==> src/design/sync_fifo.sv <==
`timescale 1ns/1ps

module sync_fifo #(
    parameter int DEPTH = 8,
    parameter int WIDTH = 64
) (
    input  logic             clk,
    input  logic             rst_n,
    input  logic             push,
    input  logic             pop,
    input  logic [WIDTH-1:0] wdata,
    output logic [WIDTH-1:0] rdata,
    output logic             empty,
    output logic             full
);

    localparam int PTR_W = (DEPTH > 1) ? $clog2(DEPTH) : 1;
    localparam int CNT_W = $clog2(DEPTH + 1);

    logic [WIDTH-1:0] mem [DEPTH];
    logic [PTR_W-1:0] wr_ptr;
    logic [PTR_W-1:0] rd_ptr;
    logic [CNT_W-1:0] count;

    always_ff @(posedge clk or negedge rst_n) begin
        if (!rst_n) begin
            wr_ptr <= '0;
            rd_ptr <= '0;
            count  <= '0;
        end else begin
            // pointers wrap at DEPTH
            if (push) begin
                wr_ptr <= (wr_ptr == PTR_W'(DEPTH - 1)) ? '0 : wr_ptr + 1'b1;
            end
            if (pop) begin
                rd_ptr <= (rd_ptr == PTR_W'(DEPTH - 1)) ? '0 : rd_ptr + 1'b1;
            end
            if (push && !pop) begin
                count <= count + 1'b1;
            end else if (pop && !push) begin
                count <= count - 1'b1;
            end
        end
    end

    always_ff @(posedge clk) begin
        if (push) begin
            mem[wr_ptr] <= wdata;
        end
    end

    assign rdata = mem[rd_ptr];
    assign empty = (count == '0);
    assign full  = (count == CNT_W'(DEPTH));

    no_push_full: assert property (@(posedge clk) disable iff (!rst_n) full |-> !push)
        else $error("sync_fifo: push while full");
    no_pop_empty: assert property (@(posedge clk) disable iff (!rst_n) empty |-> !pop)
        else $error("sync_fifo: pop while empty");

endmodule

==> config.mk <==
export PLATFORM = sky130hd
export DESIGN_NAME = sync_fifo
export DESIGN_NICKNAME = d
export VERILOG_FILES = /design/src/design/sync_fifo.sv
export SDC_FILE = /design/constraint.sdc
export NUM_CORES = 1
export LEC_CHECK = 0
export BUFFER_PORTS_ARGS = -buffer_cell sky130_fd_sc_hd__buf_4
export CORE_MARGIN = 3
export CORE_UTILIZATION = 40
export DETAILED_ROUTE_END_ITERATION = 12
export SETUP_SLACK_MARGIN = 0.1
export SLEW_MARGIN = 30
export SYNTH_ARGS = -nofsm -noshare
export SYNTH_HDL_FRONTEND = slang
export SYNTH_SLANG_ARGS = --single-unit
export TNS_END_PERCENT = 30
==> constraint.sdc <==
create_clock -name clk -period 7.1 [get_ports clk]
set_input_delay 0.71 -clock clk [delete_from_list [all_inputs] [get_ports clk]]
set_output_delay 0.71 -clock clk [all_outputs]
set_load 0.02 [all_outputs]
* Word-level counts from Yosys, hierarchy flattened *
Memories as Yosys holds them, arrays and structs flattened.
Cells that the tools add are included.

word-level totals
  memories = 1
  logic and storage cells = 23
  bits of input ports = 68
  memory bits (writable) = 512
  flip-flop bits (word level) = 10

memories
  name  depth  width  rd ports  clocked after Yosys merged registers in  write ports  RTL line  text
  mem   8      64     1         0                                        1            20        logic [WIDTH-1:0] mem [DEPTH];

operators by class
  $add $sub $neg = 4
  eq/ne operators = 3
  multiplexer cells = 6
  reductions and logical operators = 6

operator list
  cell                 count
  $mux 4               2
  $add 3x1->3 const B  2
  $eq 3x3->1 const B   2
  $mux 3               2
  $add 4x1->4 const B  1
  $eq 4x4->1 const B   1
  $logic_not 4->1      1
  $sub 4x1->4 const B  1
  $logic_and 1x1->1    2
  $logic_not 1->1      2
  $mux 1               2
  $reduce_bool 2->1    1

* Depth between registers and ports, before layout *
Gate-level depths: netlist (run 1).

  word-level depth = 4
  gate-level depth with buffers = 7
  depth with buffers taken out = 7

* Worst setup path before layout (run 1) *
No wires, ideal clock.

  kind = input -> register
  start = input port push
  end = memory mem[0][0], enable pin
  stages = 2
  setup time = 0.565 ns
  required time = 6.535 ns
  data arrival time = 5.155 ns
  buffers on the path = 0
  slack = 1.381 ns
  cell sequence = nand2b_1 -> nor3_1

on the way
  word-level cells in the longest chain between the ends = 2

RTL lines
  what                          RTL line  text
  from (decl)                   9         input logic push,
  $mux 1                        47        if (push) begin
  $mux 1 (not written as such)  48        mem[wr_ptr] <= wdata;
  to (decl)                     20

No other way between the ends.

* Final worst setup path (run 1) *
  start = register rd_ptr[0]
  end = output port rdata[6]

on the way
  word-level cells in the longest chain between the ends = 1

RTL lines
  what                    RTL line  text
  from (decl)             22        logic [PTR_W-1:0] rd_ptr;
  from (signal assigned)  36        rd_ptr <= (rd_ptr == PTR_W'(DEPTH - 1)) ? '0 : rd_ptr + 1'b1;
  $mem_v2 8x64            -
  to (decl)               12        output logic [WIDTH-1:0] rdata,

No other way between the ends.

==> results of run 1 <==
==> metal layers <==
metal  wire length (µm)  share of wire  vias up  global-route usage
met4                765          0.020        0              0.0429
met1              17300           0.44     4706               0.208
met3               1960          0.050       52              0.0303
li1                   -              -     3799                   -
met5                  0              0        -                   0
met2              19100           0.49      206               0.246
==> cell type report <==
type                    instances  area, µm²
repair buffers                154       1190
diodes                          1       2.50
inverters                       4       15.0
clock buffers                  73       1440
well taps                     664        831
multi-input cells             243       4040
fillers                      3989      25600
flip-flops and latches        522      15600
clock inverters                23        159
==> placed cells by master, fill, tap and decap left out, types with 5 or more instances in the layout <==
cell type and instances:
nor2_4 6, dfrtp_1 7, ha_1 7, mux4_2 128
mux2_2 69, buf_4 151, clkbuf_1 18, clkbuf_16 55
edfxtp_1 512, clkinv_2 9, nand2_1 5, clkinv_1 10
==> through the flow <==
stage | total power (µW) | hold WS (ns) | utilization
3_5_place_dp | 7360 | 0.547 | 0.443
4_1_cts | 9950 | 0.313 | 0.476
5_1_grt | 10300 | 0.330 | 0.476
6_report | 9770 | 0.356 | 0.476
2_1_floorplan | 6260 | 0.414 | -
3_3_place_gp | 7320 | 0.537 | 0.443
==> sequential cells by signal (all words and copies together), names as in the netlist <==
signal  cells
mem       512
count       4
rd_ptr      3
wr_ptr      3
==> cell families after synthesis <==
logic type,count (synthesis)
compound gates,8
simple gates,27
fa+ha+maj,8
flops,522
mux,198
xor+xnor,2
buf+inv,41
==> what timing repair did <==
item                       in CTS  in global routing
hold endpoints to repair       10                  0
setup endpoints to repair       0                  0
hold buffers                    1                  0
==> how the worst min path moves through the flow <==
| stage | end | slack [ns] | start |
|---|---|---|---|
| CTS | mem[6][52] | 0.31 | wdata[52] |
| finish | mem[6][52] | 0.36 | wdata[52] |
| global placement | count[2] | 0.54 | count[2] |
| floorplan | count[0] | 0.41 | rst_n |
| global route | mem[1][22] | 0.33 | wdata[22] |
| detailed placement | count[2] | 0.55 | rst_n |
==> report_power, final <==
group / total, µW / switching [µW] / internal (µW)
Combinational: 3080 / 1570 / 1510
Clock: 2570 / 1090 / 1490
Sequential: 4120 / 254 / 3860
Total: 9770 / 2910 / 6850
==> critical path, delay by kind of cell (launching register included) <==
family,cells,cell delay (ns)
buf+inv,2,0.84
flops,1,0.95
mux,2,0.90
==> results, run 1 <==
- For the worst-skew pair, the clock arrives at the later sink with an insertion delay of between 0.5 and 0.6 ns.
- The total instance count after detailed placement is roughly 1600.
- The all-layer global routing usage is 0.150.
- Among all flip-flop cells after synthesis, the most frequent one is edfxtp_1.
- After synthesis, the cell types taking the most area are edfxtp_1 77%, mux4_2 15%, mux2_2 3.9%.
- The sum of net half-perimeters after detailed placement is approximately 21000 µm.
- In the finished design, the share of the clock period the worst path needs comes to 0.571.
- The H-tree generated during clock tree synthesis spans 2 levels.
- Along the worst path, the maximum fanout reaches between 90 and 100.
- The arrival time of data at the critical path endpoint is around 3.3 ns.
- Clock tree synthesis found a total of ~520 sinks.
- The post-layout instance area is between 20000 and 25000 µm².
- The detail route stage leaves a number of antenna-violating nets equal to 0.
- The worst register-to-register path begins at wr_ptr[2].
- The fraction of the mapped netlist area in compound gates is 0.00258.
- The number of nets handed over by synthesis was ~880.
- Of the total synthesized cell area, the portion taken by AND, OR, NAND and NOR gates is 0.00693.
- The most repeated cell in the gate-level netlist after synthesis is edfxtp_1.
- The number of buffers inserted to repair setup after CTS is 0.
- For this run, the post-layout net count is between 1000 and 1500.
- Of the total synthesized cell area, the portion taken by XOR and XNOR cells is 0.000882.
- Summed over all cells, the static leakage comes to 0.00752 µW.
- The worst hold path belongs to the class in2reg.
- The mapped netlist covers 19900 µm².
- The maximum cell stage delay along the critical path is 0.95 ns.
- Entering global routing, the biggest net connects between 90 and 100 pins.
- The floorplan die height is roughly 230 µm.
- The first detailed-routing pass took 4 iterations.
- The count of pins over their slew limit is 0.
- The via count of the first global-routing pass is slightly above 9000.
- The number of remaining DRC errors is 0.
- The most critical setup path has its endpoint at rdata[6].
- The clock skew after layout is approximately 0.015 ns.
- After synthesis, the share of flip-flops with an asynchronous set or reset is 0.0192.
- The final count of negative-setup-slack endpoints is 0.
- The quantity of gates resized following cts is 0.
- Timing analysis after detailed placement gives a worst setup slack of 3.53 ns.
- The sort of element at the end of the critical path is an output port.
- The synthesized area divided by synthesized cell count is between 20 and 25 µm².
- For this run, the number of Yosys warnings is 0.
- The flow ran to the end, and the final reports show no timing, DRC or antenna violations.
- The final hold violation count is 0.
- TritonCTS created between 50 and 60 clock buffers.
- The timing-limited maximum frequency is around 0.25 GHz.
- The sequential element share of the synthesized area is 0.787.
- The commonest cells after synthesis are 512 x edfxtp_1, 128 x mux4_2, 69 x mux2_2.
- The total overflow left after global routing is 0.
- The first-pass GRT wire length is 59100 µm.
- The number of synthesized flops with an enable pin is 512.
- The width of the chip is approximately 230 µm.
- The total area inside the core boundary comes to slightly below 50000 µm².
- The share of synthesized area in the top cell type comes to 0.774.
- The number of unique standard cell types used by synthesis is 27.
- The library cell occupying the most area in the post-synthesis netlist is edfxtp_1.
- Setup repair after global routing left no endpoint under its margin.
- In the final layout, the share of cells above drive strength 1 is 0.421.
- The area after detailed placement is approximately 22000 µm².
- Data on the critical path is required at its endpoint by about 6.4 ns.
- The initial antenna violation count was 1.
- The cell row count is slightly above 80.
- The start point of the critical path is rd_ptr[0].
- Traced cell by cell, the critical path runs through buf_12 > mux4_2 > mux2_2 > buf_4.
- For this design the top-level I/O count stands at between 100 and 150.
- For the pin with the worst max-slew slack, the measured transition is between 0.8 and 0.9 ns.
- Buffers placed on the I/O ports in this run total 133.
- The depth of the most critical reg-to-reg path is 4.
- The number of instances in the synthesized netlist is 806.
- The end of the worst register-to-register path is mem[0][34].
- The worst-path cell with the longest stage delay is dfrtp_4.
- The DRC marker count from the first detailed-route iteration is between 500 and 600.
- The detailed-route vias per instance is about 5.2.
- The synthesis-to-layout area growth is 17.5%.
- After layout, the minimum clock period comes to a little over 4 ns.
- The portion of synthesized area spent on multiplexers is 0.185.
- The routed layout has just under 9000 vias.
- The launching element type of the critical path is a flip-flop.
- The largest buffer count on any clock path is 3.
- The worst IR drop on VDD is between 200 and 250 µV.
- Of the total synthesized cell area, the portion taken by full adders, half adders and majority gates is 0.00542.
- The routability congestion estimate is around 0.67.
- The CTS clock-pin slew for the worst setup and hold paths is roughly 0.060 ns.
- Setup slack on the worst reg-to-reg path comes out at between 4 and 5 ns.
- After detailed routing, the average wire length per cell comes to around 23 µm.
- The TritonCTS clock tree is done.
- Max-cap violations in this run came to 0.
- The dominant combinational cell family by area after synthesis is multiplexers.
- Once layout is complete, the cells apart from fillers number ~1700.
- The hold path depth is 1.
- The worst path meets setup with 3.05 ns of slack.
- The worst slew margin relative to its limit is 0.408.
- The die outline area is between 50000 and 60000 µm².
- The synthesis-stage register bit count is around 520.
- The setup total negative slack is 0 ns.
- Power spread over the standard cell area amounts to approximately 420 nW/µm².
- The routed wire length is around 39000 µm.
- The path type of the worst setup path is reg2out.
- For this configuration, the core starts out at a cell density of 0.406.
- The cell sitting at the root of the clock tree is a clkbuf_16.
(Power assumes the default switching activity.)
==> run 2, diff against run 1 <==
==> constraint.sdc (replaced) <==
create_clock -name clk -period 3.3 [get_ports clk]
set_input_delay 0.33 -clock clk [delete_from_list [all_inputs] [get_ports clk]]
set_output_delay 0.33 -clock clk [all_outputs]
set_load 0.02 [all_outputs]
==> run 2 against run 1 <==
Via count up 2.8%. Total power increased by 120%. Worst setup slack got worse by 2.7 ns. First-iteration DRC count shrank 8.7%. Clock skew hardly changed. Non-clock buffer count is 72 higher. Sequential share of layout area down 2.6 points. Critical endpoint is now rdata[35]. Largest cell class unchanged.
==> results, run 2 (synthesized netlist as in run 1, its figures left out) <==
- The DRC marker count from the first detailed-route iteration is 534 (-8.7%).
- The leakage power total is 0.00792 µW (+5.4%).
- The iteration count of the initial detailed-routing pass is 6 (+2).
- The starting density of the core is 0.406 (unchanged).
- In this run the critical register-to-register path is launched from wr_ptr[2].
- The clock buffer count from CTS is 55 (+3.8%).
- The minimum setup slack in the final design is 0.302 ns (-2.75 ns).
- The peak fanout along the critical path came to 45 (-51%).
- For this design, the slowest cell found on the critical path is dfrtp_4.
- The routed wire length is 40200 µm (+2.7%).
- The first-pass GRT wire length is 62000 µm (+4.9%).
- The depth of the most critical reg-to-reg path is 3 (-1).
- The largest buffer count on any clock path is 3 (unchanged).
- The worst-case hold slack is 0.111 ns (-0.245 ns).
- The TritonCTS clock tree is done.
- The count of H-tree levels built during CTS is 2 (unchanged).
- The final cycle utilization of the critical path is 0.908.
- The all-layer global routing usage came to 0.157 (+0.00623).
- The internal reg-to-reg setup slack was 1.20 ns (-3.44 ns).
- The clock latency of the later-clocked register in the worst-skew pair came to 0.59 ns (about the same).
- The maximum cell stage delay along the critical path is 0.64 ns (-0.31 ns).
- The end of the worst register-to-register path is mem[0][26].
- The final hold violation count is 0 (unchanged).
- The via count of the first global-routing pass is 9940 (+6.7%).
- The number of max-cap violations is 0 (unchanged).
- The number of input and output port buffers inserted is 133 (unchanged).
- The clock skew after layout was 0.0147 ns (+0.0000117 ns).
- The count of pins over their slew limit is 0 (unchanged).
- The largest registers in the layout are mem: 512 flops, count: 4 flops.
- The initial antenna violation count came to 2 (+1).
- The arrival time of data at the critical path endpoint is 2.67 ns (-0.67 ns).
- The flow ran to the end, and the final reports show no timing, DRC or antenna violations.
- The antenna violation net count after detailed routing came to 0 (unchanged).
- The pin count of the biggest net entering global routing is 60 (-35%).
- Leaving out fill and tap cells, the most frequent cell in the layout is edfxtp_1.
- The count of clock tree sinks is 522 (unchanged).
- The total congestion overflow after global routing was 0 (unchanged).
- The sequential cell area is 15600 µm² (unchanged).
- The number of flip-flops under the largest register name is 512 (unchanged).
- The critical path data required time was 2.97 ns (-3.42 ns).
- The count of boundary I/O pins is 134 (unchanged).
- The timing-limited maximum frequency is ~0.33 GHz.
- The floorplan die height was 229 µm (unchanged).
- The net total in the final layout is 1128 (+7.0%).
- The fill cell instance count of the final layout came to 3938 (-1.3%).
- The total vias in the final route came to 9006 (+2.8%).
- The fraction of layout instances using a drive strength above 1 is 0.403 (-0.0179).
- The width of the chip came to 229 µm (unchanged).
- Relative to the synthesized area, the layout overhead comes to 22.2%.
- The CTS clock-pin slew for the worst setup and hold paths is 0.06 ns (about the same).
- STA classifies the critical path startpoint as a flip-flop.
- The routability congestion estimate is 0.690 (+3.1%).
- The largest register by flop count is mem.
- The transition time at the pin with the least slew margin is 0.744 ns (-0.144 ns).
- The tree is rooted in a clkbuf_16.
- The worst IR drop on VDD came to 446 µV (+90%).
- The die outline area is 52300 µm² (unchanged).
- The number of buffers inserted to repair setup after CTS is 0 (unchanged).
- The average routed wire per standard cell came to 22.8 µm (-1.7%).
- The largest delay contributor family on the critical path is multiplexers.
- The total buffers and inverters traversed by the critical path is 2 (unchanged).
- The final critical-path required period is about 3.0 ns.
- The worst-case setup slack after placement is 0.836 ns (-2.70 ns).
- The number of remaining DRC errors is 0 (unchanged).
- STA classifies the critical path endpoint as an output port.
- In this run the worst hold path is classified as in2async.
- The worst slew margin relative to its limit is 0.504 (+0.0959).
- The signal on the critical path passes through buf_12 > mux4_2 > mux2_2 > buf_4.
- The cell row count is 81 (unchanged).
- The final count of negative-setup-slack endpoints is 0 (unchanged).
- The top cell types in the final layout, fill and taps aside, are 512 x edfxtp_1, 151 x buf_4, 128 x mux4_2.
- The area of the core region came to 49000 µm² (unchanged).
- Setup repair after global routing left no endpoint under its margin.
- The path type of the worst setup path is reg2out.
- The total power per unit cell area was 897 nW/µm² (+110%).
- The detailed-route vias per instance was 5.12 (-1.6%).
- The footprint of the multi-input gates is 4050 µm² (+0.31%).
- The sum of net half-perimeters after detailed placement is 21100 µm (+1.7%).
- The number of buffers inserted for hold repair after clock tree synthesis was 67 (+66).
- The quantity of gates resized following cts is 0 (unchanged).
[run 2: changes by cell type in the layout (fill, tap and decap cells not counted), sizes merged]
cell         before  now
buf             153  159
bufinv            2    7
clkinv           19   15
clkinvlp          1    0
dlygate4sd3       1   67
inv               5    8
[run 2: where the power goes]
group	switching, µW	internal (µW)	leakage, µW
registers	464	8310	0.00477
clock network	2400	3610	0.000858
logic	3580	3410	0.00230
total	6440	15300	0.00792
[run 2: how the worst max path moves through the flow]
stage	from	endpoint	cells after the start
after floorplan	wr_ptr[0]	mem[2][0]	2
after global placement	rd_ptr[0]	rdata[24]	4
after detailed placement	rd_ptr[0]	rdata[24]	4
after CTS	rd_ptr[0]	rdata[24]	4
after global routing	rd_ptr[0]	rdata[24]	4
final	rd_ptr[0]	rdata[35]	4
[run 2: layer usage]
layer	up-vias	global-route usage	wire, µm
met2	182	0.268	20500
met5	-	0	13
met4	2	0.0459	795
met1	4817	0.206	17300
met3	58	0.0297	1630
li1	3947	-	-
[run 2: layout make-up]
class                      count  area share
inverter                       4    0.000619
tap                          664      0.0343
multi-input combinational    243       0.167
antenna                        1    0.000103
clock buffer                  73      0.0595
timing repair buffer         226      0.0810
clock inverter                26      0.0128
sequential                   522       0.645
[run 2: metrics by stage]
| step | cell area, µm² | power, µW | instances | utilization | TNS, ns |
|---|---|---|---|---|---|
| 2_1_floorplan | 19900 | 13400 | 806 | - | -199.00 |
| 3_3_place_gp | 21800 | 16000 | 1592 | 0.446 | 0 |
| 3_5_place_dp | 21800 | 16000 | 1592 | 0.446 | 0 |
| 4_1_cts | 24300 | 22200 | 1758 | 0.495 | 0 |
| 5_1_grt | 24300 | 22900 | 1759 | 0.496 | 0 |
| 6_report | 24300 | 21800 | 1759 | 0.496 | 0 |
