File: src/design/icache_pkg.sv
package icache_pkg;

    // ******************************
    // address split
    // ******************************
    localparam int OFFSET_W = 4;
    localparam int INDEX_W  = 6;
    localparam int ADDR_W   = 64;
    localparam int WORD_W   = 64;
    localparam int TAG_W    = ADDR_W - INDEX_W - OFFSET_W;

    typedef logic [ADDR_W-1:0]   addr_t;
    typedef logic [WORD_W-1:0]   word_t;
    typedef logic [2*WORD_W-1:0] line_t;
    typedef logic [INDEX_W-1:0]  index_t;
    typedef logic [TAG_W-1:0]    tag_t;

    // ******************************
    // response codes
    // ******************************
    typedef logic [1:0] resp_t;

    localparam resp_t RESP_OKAY = 2'd0;
    localparam resp_t RESP_ERR  = 2'd3;

endpackage

File: src/design/icache_if.sv
`timescale 1ns/1ps

// lookup stage result, held until advance
interface lookup_if;
    logic              stage_valid;
    logic              hit;
    icache_pkg::addr_t addr;
    icache_pkg::word_t hit_word;
    logic              advance;

    modport source (output stage_valid, hit, addr, hit_word, input advance);
    modport monitor (input stage_valid, hit, addr);
    modport sink (input stage_valid, hit, hit_word, output advance);
endinterface

// one-edge line write into the victim way
interface fill_if;
    logic               fill_wen;
    icache_pkg::index_t fill_index;
    icache_pkg::tag_t   fill_tag;
    icache_pkg::line_t  fill_line;

    modport source (output fill_wen, fill_index, fill_tag, fill_line);
    modport sink (input fill_wen, fill_index, fill_tag, fill_line);
endinterface

// refill result towards the response queue
interface refill_if;
    logic              result_valid;
    icache_pkg::resp_t result_resp;
    icache_pkg::word_t result_word;
    logic              result_ready;

    modport source (
        output result_valid,
        output result_resp,
        output result_word,
        input  result_ready
    );
    modport sink (
        input  result_valid,
        input  result_resp,
        input  result_word,
        output result_ready
    );
endinterface

File: src/design/refill_engine.sv
`timescale 1ns/1ps

module refill_engine #(
    parameter icache_pkg::addr_t PMEM_START = 64'h8000_0000,
    parameter icache_pkg::addr_t PMEM_END   = 64'hFFFF_FFFF
) (
    input  logic              clk,
    input  logic              rst_n,
    output logic              mem_arvalid,
    input  logic              mem_arready,
    output icache_pkg::addr_t mem_araddr,
    input  logic              mem_rvalid,
    input  icache_pkg::word_t mem_rdata,
    input  icache_pkg::resp_t mem_rresp,
    input  logic              mem_rlast,
    lookup_if.monitor         lookup,
    fill_if.source            fill,
    refill_if.source          refill
);

    localparam int IDX_LSB = icache_pkg::OFFSET_W;
    localparam int TAG_LSB = icache_pkg::OFFSET_W + icache_pkg::INDEX_W;
    localparam int WORD_W  = $bits(icache_pkg::word_t);

    typedef enum logic [2:0] {
        IDLE      = 3'b000,
        ADDR      = 3'b010,
        BEAT0     = 3'b110,
        ERR_DRAIN = 3'b001,
        BEAT1     = 3'b111,
        WRITE     = 3'b101,
        SEND      = 3'b100
    } refill_state_t;

    refill_state_t     state;
    icache_pkg::resp_t resp_q;
    icache_pkg::line_t line_q;
    logic              beat_err;
    logic              in_window;

    assign beat_err  = (mem_rresp != icache_pkg::RESP_OKAY);
    assign in_window = (lookup.addr >= PMEM_START) && (lookup.addr <= PMEM_END);

    always_ff @(posedge clk or negedge rst_n) begin
        if (!rst_n) begin
            state  <= IDLE;
            resp_q <= icache_pkg::RESP_OKAY;
        end else begin
            case (state)
                IDLE: begin
                    if (lookup.stage_valid && !lookup.hit) begin
                        state  <= ADDR;
                        resp_q <= icache_pkg::RESP_OKAY;
                    end
                end
                ADDR: begin
                    if (mem_arready) begin
                        state <= BEAT0;
                    end
                end
                BEAT0: begin
                    if (mem_rvalid) begin
                        if (beat_err || mem_rlast) begin
                            // early rlast counts as an error too
                            resp_q <= icache_pkg::RESP_ERR;
                            state  <= mem_rlast ? SEND : ERR_DRAIN;
                        end else begin
                            state <= BEAT1;
                        end
                    end
                end
                ERR_DRAIN: begin
                    if (mem_rvalid && mem_rlast) begin
                        state <= SEND;
                    end
                end
                BEAT1: begin
                    if (mem_rvalid) begin
                        if (beat_err || !mem_rlast) begin
                            resp_q <= icache_pkg::RESP_ERR;
                            state  <= mem_rlast ? SEND : ERR_DRAIN;
                        end else begin
                            state <= in_window ? WRITE : SEND;
                        end
                    end
                end
                WRITE: begin
                    state <= SEND;
                end
                SEND: begin
                    if (refill.result_ready) begin
                        state <= IDLE;
                    end
                end
                default: begin
                    state <= IDLE;
                end
            endcase
        end
    end

    // line assembly, low word first
    always_ff @(posedge clk) begin
        if (state == BEAT0 && mem_rvalid) begin
            line_q[WORD_W-1:0] <= mem_rdata;
        end
        if (state == BEAT1 && mem_rvalid) begin
            line_q[2*WORD_W-1:WORD_W] <= mem_rdata;
        end
    end

    assign mem_arvalid = (state == ADDR);
    assign mem_araddr  = {lookup.addr[$bits(icache_pkg::addr_t)-1:IDX_LSB],
                          {icache_pkg::OFFSET_W{1'b0}}};

    assign fill.fill_wen   = (state == WRITE);
    assign fill.fill_index = lookup.addr[TAG_LSB-1:IDX_LSB];
    assign fill.fill_tag   = lookup.addr[$bits(icache_pkg::addr_t)-1:TAG_LSB];
    assign fill.fill_line  = line_q;

    assign refill.result_valid = (state == SEND);
    assign refill.result_resp  = resp_q;
    assign refill.result_word  = lookup.addr[IDX_LSB-1] ? line_q[2*WORD_W-1:WORD_W]
                                                        : line_q[WORD_W-1:0];

    arvalid_hold: assert property (@(posedge clk) disable iff (!rst_n)
        mem_arvalid && !mem_arready |=> mem_arvalid && $stable(mem_araddr))
        else $error("refill_engine: mem_arvalid dropped before mem_arready");

    // the lookup stage must hold the miss address for the whole refill
    miss_addr_held: assert property (@(posedge clk) disable iff (!rst_n)
        (state != IDLE) |-> $stable(lookup.addr))
        else $error("refill_engine: miss address changed during refill");

endmodule

File: src/flat_wrapper.sv
// flat-port wrapper written by rule: the top's interface ports become plain ports
module refill_engine_flat 
#(
    parameter icache_pkg::addr_t PMEM_START = 64'h8000_0000,
    parameter icache_pkg::addr_t PMEM_END   = 64'hFFFF_FFFF
)
  (clk, rst_n, mem_arvalid, mem_arready, mem_araddr, mem_rvalid, mem_rdata, mem_rresp, mem_rlast, lookup_stage_valid, lookup_hit, lookup_addr, fill_fill_wen, fill_fill_index, fill_fill_tag, fill_fill_line, refill_result_valid, refill_result_resp, refill_result_word, refill_result_ready);
  lookup_if lookup_i ();
  fill_if fill_i ();
  refill_if refill_i ();
  input  logic clk;
  input  logic rst_n;
  output logic mem_arvalid;
  input  logic mem_arready;
  output icache_pkg::addr_t mem_araddr;
  input  logic mem_rvalid;
  input  icache_pkg::word_t mem_rdata;
  input  icache_pkg::resp_t mem_rresp;
  input  logic mem_rlast;
  input wire logic [$bits(lookup_i.stage_valid)-1:0] lookup_stage_valid;
  input wire logic [$bits(lookup_i.hit)-1:0] lookup_hit;
  input wire logic [$bits(lookup_i.addr)-1:0] lookup_addr;
  output wire logic [$bits(fill_i.fill_wen)-1:0] fill_fill_wen;
  output wire logic [$bits(fill_i.fill_index)-1:0] fill_fill_index;
  output wire logic [$bits(fill_i.fill_tag)-1:0] fill_fill_tag;
  output wire logic [$bits(fill_i.fill_line)-1:0] fill_fill_line;
  output wire logic [$bits(refill_i.result_valid)-1:0] refill_result_valid;
  output wire logic [$bits(refill_i.result_resp)-1:0] refill_result_resp;
  output wire logic [$bits(refill_i.result_word)-1:0] refill_result_word;
  input wire logic [$bits(refill_i.result_ready)-1:0] refill_result_ready;
  assign lookup_i.stage_valid = lookup_stage_valid;
  assign lookup_i.hit = lookup_hit;
  assign lookup_i.addr = lookup_addr;
  assign fill_fill_wen = fill_i.fill_wen;
  assign fill_fill_index = fill_i.fill_index;
  assign fill_fill_tag = fill_i.fill_tag;
  assign fill_fill_line = fill_i.fill_line;
  assign refill_result_valid = refill_i.result_valid;
  assign refill_result_resp = refill_i.result_resp;
  assign refill_result_word = refill_i.result_word;
  assign refill_i.result_ready = refill_result_ready;
  refill_engine #(.PMEM_START(PMEM_START), .PMEM_END(PMEM_END)) u_core (.clk(clk), .rst_n(rst_n), .mem_arvalid(mem_arvalid), .mem_arready(mem_arready), .mem_araddr(mem_araddr), .mem_rvalid(mem_rvalid), .mem_rdata(mem_rdata), .mem_rresp(mem_rresp), .mem_rlast(mem_rlast), .lookup(lookup_i), .fill(fill_i), .refill(refill_i));
endmodule
File: config.mk
export PLATFORM = sky130hd
export DESIGN_NAME = refill_engine_flat
export DESIGN_NICKNAME = d
export VERILOG_FILES = /design/src/design/icache_pkg.sv /design/src/design/icache_if.sv /design/src/design/refill_engine.sv /design/src/flat_wrapper.sv
export SDC_FILE = /design/constraint.sdc
export NUM_CORES = 1
export LEC_CHECK = 0
export ABC_CLOCK_PERIOD_IN_PS = 6200
export BUFFER_PORTS_ARGS = -buffer_cell sky130_fd_sc_hd__buf_2
export CORE_AREA = 4 4 176 178
export CTS_BUF_LIST = sky130_fd_sc_hd__clkbuf_4 sky130_fd_sc_hd__clkbuf_8 sky130_fd_sc_hd__clkbuf_16
export CTS_CLUSTER_DIAMETER = 200
export CTS_CLUSTER_SIZE = 30
export DETAILED_ROUTE_END_ITERATION = 7
export DIE_AREA = 0 0 180 182
export PLACE_DENSITY_LB_ADDON = 0.3
export SLEW_MARGIN = 10
export SYNTH_ARGS = -nofsm -noshare
export SYNTH_HDL_FRONTEND = slang
export SYNTH_SLANG_ARGS = --single-unit
File: constraint.sdc
create_clock -name clk -period 6.2 [get_ports clk]
set_input_delay 1.24 -clock clk [delete_from_list [all_inputs] [get_ports clk]]
set_output_delay 1.24 -clock clk [all_outputs]
set_load 0.01 [all_outputs]
Yosys cells after proc, flatten, opt, wreduce, memory -nomap -nowiden
Cells that the tools add are included.
{ "word_totals": {"ff_bits": 133, "latchBits": 0, "mem_bits_rw": 0, "romBits": 0, "wordCells": 52, "mem_count": 0} }
{ "op_classes": {"addsub": 0, "mul": 0, "div": 0, "order_cmp": 2, "eq_ne": 14, "shift": 0, "mux": 18, "n_bitwise": 0, "reduce_logical": 14} }
{ "ops": {"columns": ["operator", "n"], "rows": [
  ["$ge 64x32->1 const B", 1],
  ["$le 64x32->1 const B", 1],
  ["$mux 64", 1],
  ["$mux 3", 9],
  ["$pmux 3 s7", 1],
  ["$eq 3x3->1 const B", 4],
  ["$ne 2x1->1 const B", 6],
  ["$reduce_and 6->1", 2],
  ["$mux 2", 5],
  ["$pmux 2 s3", 1],
  ["$logic_and 1x1->1", 5],
  ["$ne 2x2->1 const B", 2],
  ["$eq 3x1->1 const B", 1],
  ["$eq 3x2->1 const B", 1],
  ["$logic_not 3->1", 1],
  ["$reduce_bool 3->1", 1],
  ["$logic_not 1->1", 2],
  ["$logic_or 1x1->1", 2],
  ["$reduce_bool 2->1", 1],
  ["$mux 1", 1]
]} }

Depth between registers and ports, before layout
Gate-level depths: netlist (run 1).
{ "logic_depth": {"depth_word": 6, "depth_mapped": 6, "ltp_nobuf": 5} }

Worst setup path after synthesis (run 1)
OpenSTA, ideal clock, no wires.
{ "synth_path": {"kind": "input -> register", "startpoint": "in mem_rvalid", "endpoint": "reg u_core.line_q[0] (netlist: u_core.fill.fill_line[0]), enable pin", "arrival_time_ns": 4.013, "slack_ns": 1.700, "stages": 2, "cell_sequence": "nand3_1 nor2_1"} }
{ "synth_via": {"elab_chain_cells": 1} }
{ "synth_lines": {"columns": ["item", "line", "text"], "rows": [
  ["start, declared", "flat_wrapper.sv:16", "input logic mem_rvalid;"],
  ["$logic_and 1x1->1", "refill_engine.sv:104", "if (state == BEAT0 && mem_rvalid) begin"],
  ["end signal, assigned by index", "refill_engine.sv:105", "line_q[WORD_W-1:0] <= mem_rdata;"],
  ["end signal, assigned by index", "refill_engine.sv:108", "line_q[2*WORD_W-1:WORD_W] <= mem_rdata;"],
  ["end, declared", "refill_engine.sv:37", "icache_pkg::line_t line_q;"]
]} }
Every way passes these cells.
A chain may end at the register's enable or synchronous reset.

Final worst setup path (run 1)
{ "layout_path": {"startpoint": "in lookup_addr[3]", "endpoint": "out refill_result_word[9]"} }
{ "layout_via": {"elab_chain_cells": 1} }
{ "layout_lines": {"columns": ["item", "line", "text"], "rows": [
  ["start, declared", "flat_wrapper.sv:22", "input wire logic [$bits(lookup_i.addr)-1:0] lookup_addr;"],
  ["$mux 64", "refill_engine.sv:123", "assign refill.result_word = lookup.addr[IDX_LSB-1] ? line_q[2*WORD_W-1:WORD_W]"],
  ["end, declared", "flat_wrapper.sv:29", "output wire logic [$bits(refill_i.result_word)-1:0] refill_result_word;"]
]} }
Every way passes these cells.

==> run_results.csv, run 1 <==
group,metric,value,unit
outcome,status,"complete, no violations",
synthesis,synth_top_area_share,64.4,%
detailed_routing,wl,19300,um
placed_design,place_congestion,0.906,
placed_design,post-place-ws,2.01,ns
die,dieArea,32800,um^2
die,start_util,20.3,%
cells_and_area,fill_cells,3063,
clocking,cts.htree.levels,4,
detailed_routing,vias,3988,
synthesis,ys_ff_latch,132,
global_routing,grt_pass1_vias,4120,
clocking,cts.sinks,132,
cells_and_area,antenna-diode-count,0,
global_routing,grt_pass1_wl,27200,um
worst_setup_path,critPathArrivalTime,2.91,ns
detailed_routing,drc_errors,0,
pwr,power.density,345,nW/um^2
clocking,cts_tree,"built",
die,rows,63,
cells_and_area,finish.utilization,27.1,%
cells_and_area,drive_gt1_share,72.2,%
clocking,clk_latency,0.41,ns
timing,rsz0062_at_grt,"false",
worst_setup_path,ff2ff_path_depth,3,
clocking,cts_resized,0,
synthesis,synthTopCellsByArea,"edfxtp_1 (64%), buf_4 (16%), mux2_2 (12%)",
synthesis,yosysTopAreaCell,"edfxtp_1",
detailed_routing,ant_nets,0,
timing,hold_ws,0.567,ns
cells_and_area,stdcell_area,7980,um^2
detailed_routing,drt_first_pass_iters,5,
timing,fmaxAchievable,241,MHz
clocking,post_cts_buffers,0,
synthesis,syn_avg_cell_area,15.7,um^2
clocking,cts_hold_buffers,0,
hold_path,worstHoldPathCells,2,
job,cap_viol_max_count,0,
cells_and_area,final_cell_mix,"buf_2 (370), edfxtp_1 (128), mux2_2 (64), clkbuf_16 (17), nor4_1 (8)",
worst_setup_path,crit_required,4.96,ns
clocking,clk_path_buf_depth,2,
timing,worst_slew_pin_slew,0.950,ns
synthesis,synth_warnings,0,
worst_setup_path,start_kind,"input port",
worst_setup_path,critical_path.max_fanout,38,
timing,finalHoldViolCount,0,
placed_design,io_buffers,370,
timing,period_share,66.9,%
global_routing,grt_max_degree,65,
timing,finClkSkew,0.00886,ns
detailed_routing,wire_per_inst,18.5,um
global_routing,grt_usage,11.0,%
synthesis,syn_area,5960,um^2
hold_path,hold_class,"reg -> reg",
die,die_y,182,um
worst_setup_path,crit_type,"in -> out",
timing,setup_slack,2.05,ns
placed_design,dp_hpwl,15200,um
cells_and_area,final_common_cell,"buf_2",
clocking,cts-root-buf,"clkbuf_16",
cells_and_area,area_delta_synth_final,33.8,%
worst_setup_path,cp-end-kind,"output port",
pwr,ir_drop,0.000164,V
synthesis,synthCells,381,
die,ios,459,
detailed_routing,drt_iter0_markers,210,
clocking,clk_pin_slew_worst_paths,0.06,ns
synthesis,yosysSeqAreaShare,66.1,%
timing,min_period,4.15,ns
pwr,p_leak,3.34,nW
die,fp.dieW,180,um
synthesis,ys_types,30,
die,coreArea,29400,um^2
timing,setup-tns-final,0,ns
placed_design,placed_cell_area,7360,um^2
detailed_routing,via_per_inst,3.82,
timing,setup_viol,0,
cells_and_area,nets,779,
clocking,numCtsBuffers,17,
global_routing,overflow,0,
timing,relSlewSlack,36.7,%
global_routing,antenna_found_initial,2,
timing,final_max_slew_viol_count,0,
## registers in the layout (all words and copies together), names as in the netlist
register,count
u_core.refill.result_resp,1
u_core.fill.fill_line,128
u_core.state,3
## kinds of logic (layout without fill, tap and decap cells)
group / Yosys count / in the layout / synth area share [%]
AO/OA/AOI/OAI: 14 / 14 / 1.53
buffers and inverters: 137 / 407 / 16.8
flip-flops: 132 / 132 / 66.1
multiplexers: 67 / 67 / 12.6
other: 1 / 4 / 0.0629
AND/OR/NAND/NOR: 30 / 30 / 2.87
## per-stage QoR
stage / instances / total power, W
floorplan: 384 / 0.00153
global placement: 1012 / 0.00172
detailed placement: 1012 / 0.00172
CTS: 1044 / 0.00280
global route: 1044 / 0.00289
finish: 1044 / 0.00275
## report_power, final
part | total (W) | switching, W | internal, W
clock | 0.00106 | 0.000413 | 0.000652
combinational | 0.000514 | 0.000300 | 0.000214
sequential | 0.00117 | 0.0000725 | 0.00110
## synthesized netlist by cell type
| cell type | n |
|---|---|
| o21ai_0 | 4 |
| a211oi_1 | 1 |
| buf_4 | 126 |
| nor2b_1 | 1 |
| nand2_1 | 2 |
| nor4b_1 | 1 |
| and2_1 | 1 |
| nor4_1 | 8 |
| o22ai_1 | 1 |
| o41ai_1 | 1 |
| buf_6 | 1 |
| o21ai_1 | 1 |
| or3_4 | 1 |
| buf_2 | 7 |
| a32oi_1 | 1 |
| edfxtp_1 | 128 |
| mux2_2 | 64 |
| mux2i_1 | 3 |
| nand4_1 | 2 |
| clkbuf_1 | 1 |
| nor2_1 | 9 |
| nor4bb_1 | 1 |
| inv_1 | 2 |
| dfrtp_1 | 4 |
| o31ai_1 | 3 |
| a21oi_1 | 1 |
| nand3_1 | 2 |
| nor3b_1 | 2 |
| a21boi_1 | 1 |
| conb_1 | 1 |
## cell type report
cell class / instances / area, um^2 / area share (%)
inverter: 2 / 7.51 / 0.0941
multi-input combinational: 115 / 1040 / 13.1
clock buffer: 18 / 433 / 5.43
tap: 390 / 488 / 6.12
clock inverter: 14 / 189 / 2.37
sequential: 132 / 3940 / 49.4
timing repair buffer: 373 / 1870 / 23.5
## final timing paths
| check | startpoint | endpoint | slack, ns |
|---|---|---|---|
| max reg2reg | u_core.state[1]$_DFFE_PN0P_ | u_core.fill.fill_line[92]$_DFFE_PP_ | 4.06 |
| max | lookup_addr[3] | refill_result_word[9] | 2.05 |
| min | u_core.refill.result_resp[0]$_DFFE_PN0P_ | u_core.refill.result_resp[0]$_DFFE_PN0P_ | 0.57 |
| min in group asynchronous | rst_n | u_core.refill.result_resp[0]$_DFFE_PN0P_ | 0.62 |
| max in group asynchronous | rst_n | u_core.state[0]$_DFFE_PN0P_ | 5.46 |
| min reg2reg | u_core.refill.result_resp[0]$_DFFE_PN0P_ | u_core.refill.result_resp[0]$_DFFE_PN0P_ | 0.57 |
## routing by layer
metal / global-route usage, % / wire length, um / share of wire [%]
met5: 0 / 0 / 0
met4: 4.66 / 601 / 3.1
met3: 4.07 / 1750 / 9.1
met2: 20.5 / 10200 / 53
met1: 11.1 / 6710 / 35
## critical path, cell delays in order
cell    delay (ns)
buf_2         0.52
buf_4         0.55
mux2_2        0.42
buf_2         0.14
(Power assumes the default switching activity.)
==> run 2, diff against run 1 <==
--- a/config.mk
+++ b/config.mk
@@ -5,14 +5,15 @@
 export SDC_FILE = /design/constraint.sdc
 export NUM_CORES = 1
 export LEC_CHECK = 0
-export ABC_CLOCK_PERIOD_IN_PS = 6200
+export ABC_AREA = 1
+export ABC_CLOCK_PERIOD_IN_PS = 3600
 export BUFFER_PORTS_ARGS = -buffer_cell sky130_fd_sc_hd__buf_2
-export CORE_AREA = 4 4 176 178
+export CORE_AREA = 4 4 177 179
 export CTS_BUF_LIST = sky130_fd_sc_hd__clkbuf_4 sky130_fd_sc_hd__clkbuf_8 sky130_fd_sc_hd__clkbuf_16
 export CTS_CLUSTER_DIAMETER = 200
 export CTS_CLUSTER_SIZE = 30
 export DETAILED_ROUTE_END_ITERATION = 7
-export DIE_AREA = 0 0 180 182
+export DIE_AREA = 0 0 181 183
 export PLACE_DENSITY_LB_ADDON = 0.3
 export SLEW_MARGIN = 10
 export SYNTH_ARGS = -nofsm -noshare
==> constraint.sdc (replaced) <==
create_clock -name clk -period 3.6 [get_ports clk]
set_input_delay 0.72 -clock clk [delete_from_list [all_inputs] [get_ports clk]]
set_output_delay 0.72 -clock clk [all_outputs]
set_load 0.01 [all_outputs]
==> run 2 against run 1 <==
Net effect:
- cell area grew 1.9%
- critical endpoint is now refill_result_word[24]
- via count up 0.80%
- routed wire length fell by 9.4%
- global-route usage shrank 1.2 points
- sequential share of layout area down 0.90 points
- die area is 1.1% higher
==> run_results.csv, run 2 <==
group,metric,value,unit
outcome,status,"complete, no violations",
detailed_routing,drc_errors,0,
clocking,numCtsBuffers,17,
detailed_routing,via_per_inst,3.69,
detailed_routing,wire_per_inst,16.0,um
synthesis,synth_ff_type,"edfxtp_1",
clocking,cts.sinks,132,
global_routing,grt_max_degree,65,
synthesis,synth_top_area_share,63.4,%
pwr,swShare,28.3,%
clocking,clk_path_buf_depth,2,
synthesis,yosys-top-cells-count,"edfxtp_1 (128), buf_4 (125), mux2_2 (64)",
pwr,power.net_switching,0.00130,W
worst_setup_path,crit_type,"in -> out",
detailed_routing,wl,17500,um
global_routing,antenna_found_initial,1,
worst_setup_path,crit_required,2.88,ns
die,ios,459,
global_routing,grt_pass1_vias,4065,
cells_and_area,fill_cells,3082,
timing,period_share,68.3,%
pwr,p_leak,3.47,nW
detailed_routing,drt_first_pass_iters,4,
clocking,cts-root-buf,"clkbuf_16",
synthesis,synthCells,419,
global_routing,overflow,0,
placed_design,dp_hpwl,13800,um
global_routing,grt_usage,9.83,%
placed_design,place_congestion,0.826,
cells_and_area,drive_gt1_share,70.3,%
clocking,clk_latency,0.41,ns
timing,min_period,2.46,ns
timing,final_max_slew_viol_count,0,
global_routing,grt_pass1_wl,24800,um
synthesis,synthTopCellsByArea,"edfxtp_1 (63%), buf_4 (15%), mux2_2 (12%)",
cells_and_area,layout.cells.non_filler,1088,
detailed_routing,ant_nets,0,
worst_setup_path,cp-end-kind,"output port",
synthesis,synth_compound_gate_area_share,0.805,%
worst_setup_path,max_stage_delay,0.41,ns
die,dieArea,33100,um^2
pwr,p_comb_share,18.2,%
clocking,clk_pin_slew_worst_paths,0.06,ns
synthesis,synth_top_family_by_area,"buffers and inverters",
clocking,cts.htree.levels,4,
die,die_y,183,um
synthesis,yosysTopAreaCell,"edfxtp_1",
cells_and_area,final_cell_mix,"buf_2 (370), edfxtp_1 (128), mux2_2 (64), nor2_1 (29), nand2_1 (24)",
cells_and_area,finish.utilization,27.5,%
cells_and_area,nets,822,
synthesis,synthAdderAreaFrac,0,%
hold_path,hold_class,"in -> async",
timing,finalHoldViolCount,0,
die,fp.dieW,181,um
detailed_routing,drt_iter0_markers,144,
timing,setup_viol,0,
cells_and_area,final_common_cell,"buf_2",
synthesis,yosys.area_share.simple,5.28,%
die,start_util,20.5,%
timing,rsz0062_at_grt,"false",
worst_setup_path,critical_path.cell_chain,"buf_2 -> buf_12 -> mux2_2 -> buf_2",
clocking,post_cts_buffers,0,
clocking,cts_hold_buffers,0,
worst_setup_path,critPathArrivalTime,1.74,ns
synthesis,synth.most_common_cell,"edfxtp_1",
synthesis,syn_avg_cell_area,14.5,um^2
pwr,power,0.00459,W
pwr,ir_drop,0.000204,V
synthesis,yosysSeqAreaShare,65.0,%
synthesis,ys_types,22,
pwr,seqPwrFrac,41.8,%
timing,setup-tns-final,0,ns
clocking,cts_tree,"built",
placed_design,place_inst,1055,
synthesis,ys_ff_latch,132,
die,coreArea,29600,um^2
pwr,power.density,565,nW/um^2
timing,setup_slack,1.14,ns
worst_setup_path,critical_path.max_fanout,64,
worst_setup_path,start_kind,"input port",
timing,fmaxAchievable,406,MHz
cells_and_area,largest_reg_flops,128,
placed_design,post-place-ws,1.13,ns
synthesis,synth_edf_count,128,
job,cap_viol_max_count,0,
die,rows,63,
placed_design,io_buffers,370,
synthesis,syn_area,6060,um^2
synthesis,post_synth_xor_area_fraction,0,%
clocking,cts_resized,0,
synthesis,synth_warnings,0,
pwr,internal_power,0.00329,W
synthesis,muxShareOfSynthArea,11.9,%
synthesis,ys_async_sr_fraction,3.03,%
worst_setup_path,cpMostUsedCell,"buf_2",
cells_and_area,regArea,3940,um^2
detailed_routing,vias,4020,
worst_setup_path,slowest_stage,"mux2_2",
cells_and_area,multiInputGateArea,1120,um^2
cells_and_area,area_delta_synth_final,34.0,%
timing,finClkSkew,0.00913,ns
pwr,clockPowerShare,40.0,%
[run 2: worst paths after layout]
check                                                          from                                  endpoint  slack, ns  cells past startpoint
min in group clk                                      mem_rdata[59]       u_core.fill.fill_line[59]$_DFFE_PP_       0.49                      1
hold / removal                                                rst_n               u_core.state[1]$_DFFE_PN0P_       0.12                      1
setup reg to reg                        u_core.state[2]$_DFFE_PN0P_       u_core.fill.fill_line[76]$_DFFE_PP_       1.91                      5
max in group asynchronous                                     rst_n  u_core.refill.result_resp[0]$_DFFE_PN0P_       3.35                      1
hold reg to reg            u_core.refill.result_resp[0]$_DFFE_PN0P_  u_core.refill.result_resp[0]$_DFFE_PN0P_       0.53                      2
setup / recovery                                     lookup_addr[3]                    refill_result_word[24]       1.14                      4
[run 2: cell families (layout without fill, tap and decap cells)]
kind of cell           after synthesis  in the layout
muxes                               64             64
DFF                                132            132
and+or+nand+nor                     69             69
buffers and inverters              146            421
AOI/OAI and AO/OA                    7              7
other                                1              5
[run 2: final cells by class]
| cell class | count | area share (%) |
|---|---|---|
| Sequential cell | 132 | 48.5 |
| Timing Repair Buffer | 375 | 23.4 |
| Multi-Input combinational cell | 144 | 13.8 |
| Tap cell | 390 | 6.00 |
| Clock buffer | 17 | 5.23 |
| Clock inverter | 15 | 2.37 |
| Inverter | 14 | 0.647 |
| Antenna cell | 1 | 0.0308 |
[run 2: critical path, delay by kind of cell]
family	cells	cell delay (ns)
buf+inv	3	0.56
mux	1	0.41
[run 2: per-layer routing]
metal,up-vias,part of all wire (%),global-route usage (%)
met2,251,51,17.2
met4,0,1.7,3.24
met5,-,0,0
met3,31,9.3,3.37
li1,1874,-,-
met1,1864,39,11.3
[run 2: stage by stage]
step / hold slack (ns) / area, um^2
3_3_place_gp: 0.518 / 7510
3_5_place_dp: 0.521 / 7510
4_1_cts: 0.0904 / 8120
2_1_floorplan: 0.424 / 6070
6_report: 0.117 / 8130
5_1_grt: 0.0972 / 8120
[run 2: power by group through the flow]
stage	Sequential [W]	Clock [W]	Combinational (W)
2_1_floorplan	0.00200	0	0.000541
3_3_place_gp	0.00195	0	0.000855
3_5_place_dp	0.00195	0	0.000856
4_1_cts	0.00192	0.00192	0.000859
5_1_grt	0.00193	0.00199	0.000918
6_report	0.00192	0.00184	0.000835
==> run 3, diff against run 2 <==
--- a/config.mk
+++ b/config.mk
@@ -6,7 +6,7 @@
 export NUM_CORES = 1
 export LEC_CHECK = 0
 export ABC_AREA = 1
-export ABC_CLOCK_PERIOD_IN_PS = 3600
+export ABC_CLOCK_PERIOD_IN_PS = 2180
 export BUFFER_PORTS_ARGS = -buffer_cell sky130_fd_sc_hd__buf_2
 export CORE_AREA = 4 4 177 179
 export CTS_BUF_LIST = sky130_fd_sc_hd__clkbuf_4 sky130_fd_sc_hd__clkbuf_8 sky130_fd_sc_hd__clkbuf_16
==> constraint.sdc (replaced) <==
create_clock -name clk -period 2.18 [get_ports clk]
set_input_delay 0.436 -clock clk [delete_from_list [all_inputs] [get_ports clk]]
set_output_delay 0.436 -clock clk [all_outputs]
set_load 0.01 [all_outputs]
==> run 3 against run 2 <==
Net effect:
- sequential share of layout area rose by 0.23 points
- via count rose by 0.60%
- clock-buffer cell count did not move
- critical path type unchanged
- worst setup slack got worse by 0.83 ns
- largest power group unchanged
- non-clock buffer count fell by 1
- highest routed layer is now met5
- clock skew rose by 0.0074 ns
- sequential cell count did not move
- combinational power rose by 66%
==> run_results.csv, run 3 (synthesis gave the netlist of run 2 again) <==
group,metric,value,unit
placed_design,dp_hpwl,13700,um
global_routing,grt_pass1_vias,4105,
worst_setup_path,critical_path.max_fanout,64,
timing,finalHoldViolCount,0,
global_routing,overflow,0,
placed_design,place_congestion,0.790,
pwr,power,0.00730,W
timing,fmaxAchievable,534,MHz
die,start_util,20.5,%
worst_setup_path,crit_required,1.74,ns
cells_and_area,area_delta_synth_final,33.4,%
hold_path,hold_class,"in -> reg",
die,dieArea,33100,um^2
detailed_routing,wl_met1,6210,um
detailed_routing,ant_nets,0,
timing,min_period,1.87,ns
clocking,clk_latency,0.41,ns
pwr,power.density,902,nW/um^2
job,cap_viol_max_count,0,
detailed_routing,drt_first_pass_iters,4,
die,ios,459,
clocking,cts_resized,0,
die,fp.dieW,181,um
die,rows,63,
detailed_routing,drc_errors,0,
worst_setup_path,start_kind,"input port",
global_routing,grt_usage,10.1,%
pwr,ir_drop,0.000472,V
clocking,cts.sinks,132,
detailed_routing,dr_wl_met3,1760,um
worst_setup_path,ff2ff_path_depth,5,
die,coreArea,29600,um^2
cells_and_area,largest_reg_flops,128,
cells_and_area,final_common_cell,"buf_2",
pwr,p_leak,3.43,nW
global_routing,antenna_found_initial,1,
hold_path,worstHoldPathCells,1,
global_routing,grt_pass1_wl,25400,um
worst_setup_path,critPathLaunch,"lookup_addr[3]",
clocking,post_cts_buffers,0,
timing,final_max_slew_viol_count,0,
clocking,numCtsBuffers,17,
cells_and_area,nets,821,
detailed_routing,top_layer,"met5",
worst_setup_path,worstReg2RegStart,"u_core.state[2]$_DFFE_PN0P_",
timing,rsz0062_at_grt,"false",
clocking,cts.htree.levels,4,
cells_and_area,drive_gt1_share,70.1,%
detailed_routing,met2_length,9370,um
worst_setup_path,crit_type,"in -> out",
clocking,cts-root-buf,"clkbuf_16",
timing,period_share,86.0,%
worst_setup_path,cp-end-kind,"output port",
clocking,cts_tree,"built",
die,die_y,183,um
detailed_routing,vias,4044,
timing,setup-tns-final,0,ns
hold_path,min_from,"mem_rdata[2]",
detailed_routing,wl,17700,um
timing,finClkSkew,0.0165,ns
detailed_routing,drt_iter0_markers,175,
placed_design,io_buffers,370,
global_routing,grt_max_degree,65,
detailed_routing,via_per_inst,3.72,
cells_and_area,final_cell_mix,"buf_2 (370), edfxtp_1 (128), mux2_2 (64), nor2_1 (29), nand2_1 (24)",
clocking,clk_path_buf_depth,2,
cells_and_area,fill_cells,3087,
cells_and_area,antenna-diode-count,0,
clocking,clk_pin_slew_worst_paths,0.07,ns
worst_setup_path,critPathArrivalTime,1.44,ns
detailed_routing,wire_per_inst,16.3,um
outcome,status,"complete, no violations",
timing,setup_viol,0,
==> run 3: cell count changes in the layout (fill, tap and decap cells not counted), moves of 2 or more <==
cell,change
buf_12,+2
bufinv_16,-3
clkinvlp_4,+2
inv_6,+2
buf_4,-4
==> run 3: metal layers <==
metal | vias to the layer above | global-route usage, %
met5 | - | 0
met4 | 2 | 3.57
met3 | 31 | 3.87
met2 | 262 | 18.4
met1 | 1872 | 10.7
li1 | 1877 | -
==> run 3: metrics by stage <==
| stage | cells | setup WS (ns) | cell area, um^2 | hold slack (ns) | util [%] |
|---|---|---|---|---|---|
| floorplan | 422 | 0.108 | 6090 | 0.140 | - |
| global route | 1086 | 0.247 | 8090 | 0.169 | 27.4 |
| detailed placement | 1053 | 0.296 | 7520 | 0.255 | 25.4 |
| finish | 1086 | 0.306 | 8090 | 0.207 | 27.4 |
| CTS | 1086 | 0.302 | 8090 | 0.163 | 27.4 |
| global placement | 1053 | 0.311 | 7520 | 0.258 | 25.4 |
==> run 3: worst paths after layout <==
path	to	slack, ns
worst min-delay path	u_core.fill.fill_line[2]$_DFFE_PP_	0.21
worst min register to register	u_core.refill.result_resp[0]$_DFFE_PN0P_	0.53
min in group asynchronous	u_core.refill.result_resp[0]$_DFFE_PN0P_	0.36
max in group asynchronous	u_core.state[0]$_DFFE_PN0P_	1.67
worst max register to register	u_core.fill.fill_line[74]$_DFFE_PP_	0.51
worst max-delay path	refill_result_word[7]	0.31
==> run 3: what timing repair did <==
item,4_1_cts,5_1_grt
setup endpoints to repair,0,0
hold buffers,1,0
endpoints found under the hold margin,4,0
==> run 3: cell type report <==
| cell class | count | area [um^2] | share of cell area (%) |
|---|---|---|---|
| Sequential cell | 132 | 3940 | 48.8 |
| Timing Repair Buffer | 374 | 1920 | 23.8 |
| Multi-Input combinational cell | 144 | 1120 | 13.8 |
| Tap cell | 390 | 488 | 6.03 |
| Clock buffer | 17 | 425 | 5.26 |
| Clock inverter | 15 | 138 | 1.70 |
| Inverter | 14 | 52.6 | 0.650 |
==> run 3: worst max-delay path, cell delays in order <==
cell and delay (ns):
buf_2 0.10, buf_12 0.31, mux2_2 0.40, buf_2 0.14
==> run 3: where the power goes <==
group / switching [W] / internal, W / leakage, nW
logic: 0.000832 / 0.000562 / 1.96
registers: 0.000131 / 0.00304 / 1.21
clock network: 0.00122 / 0.00151 / 0.268
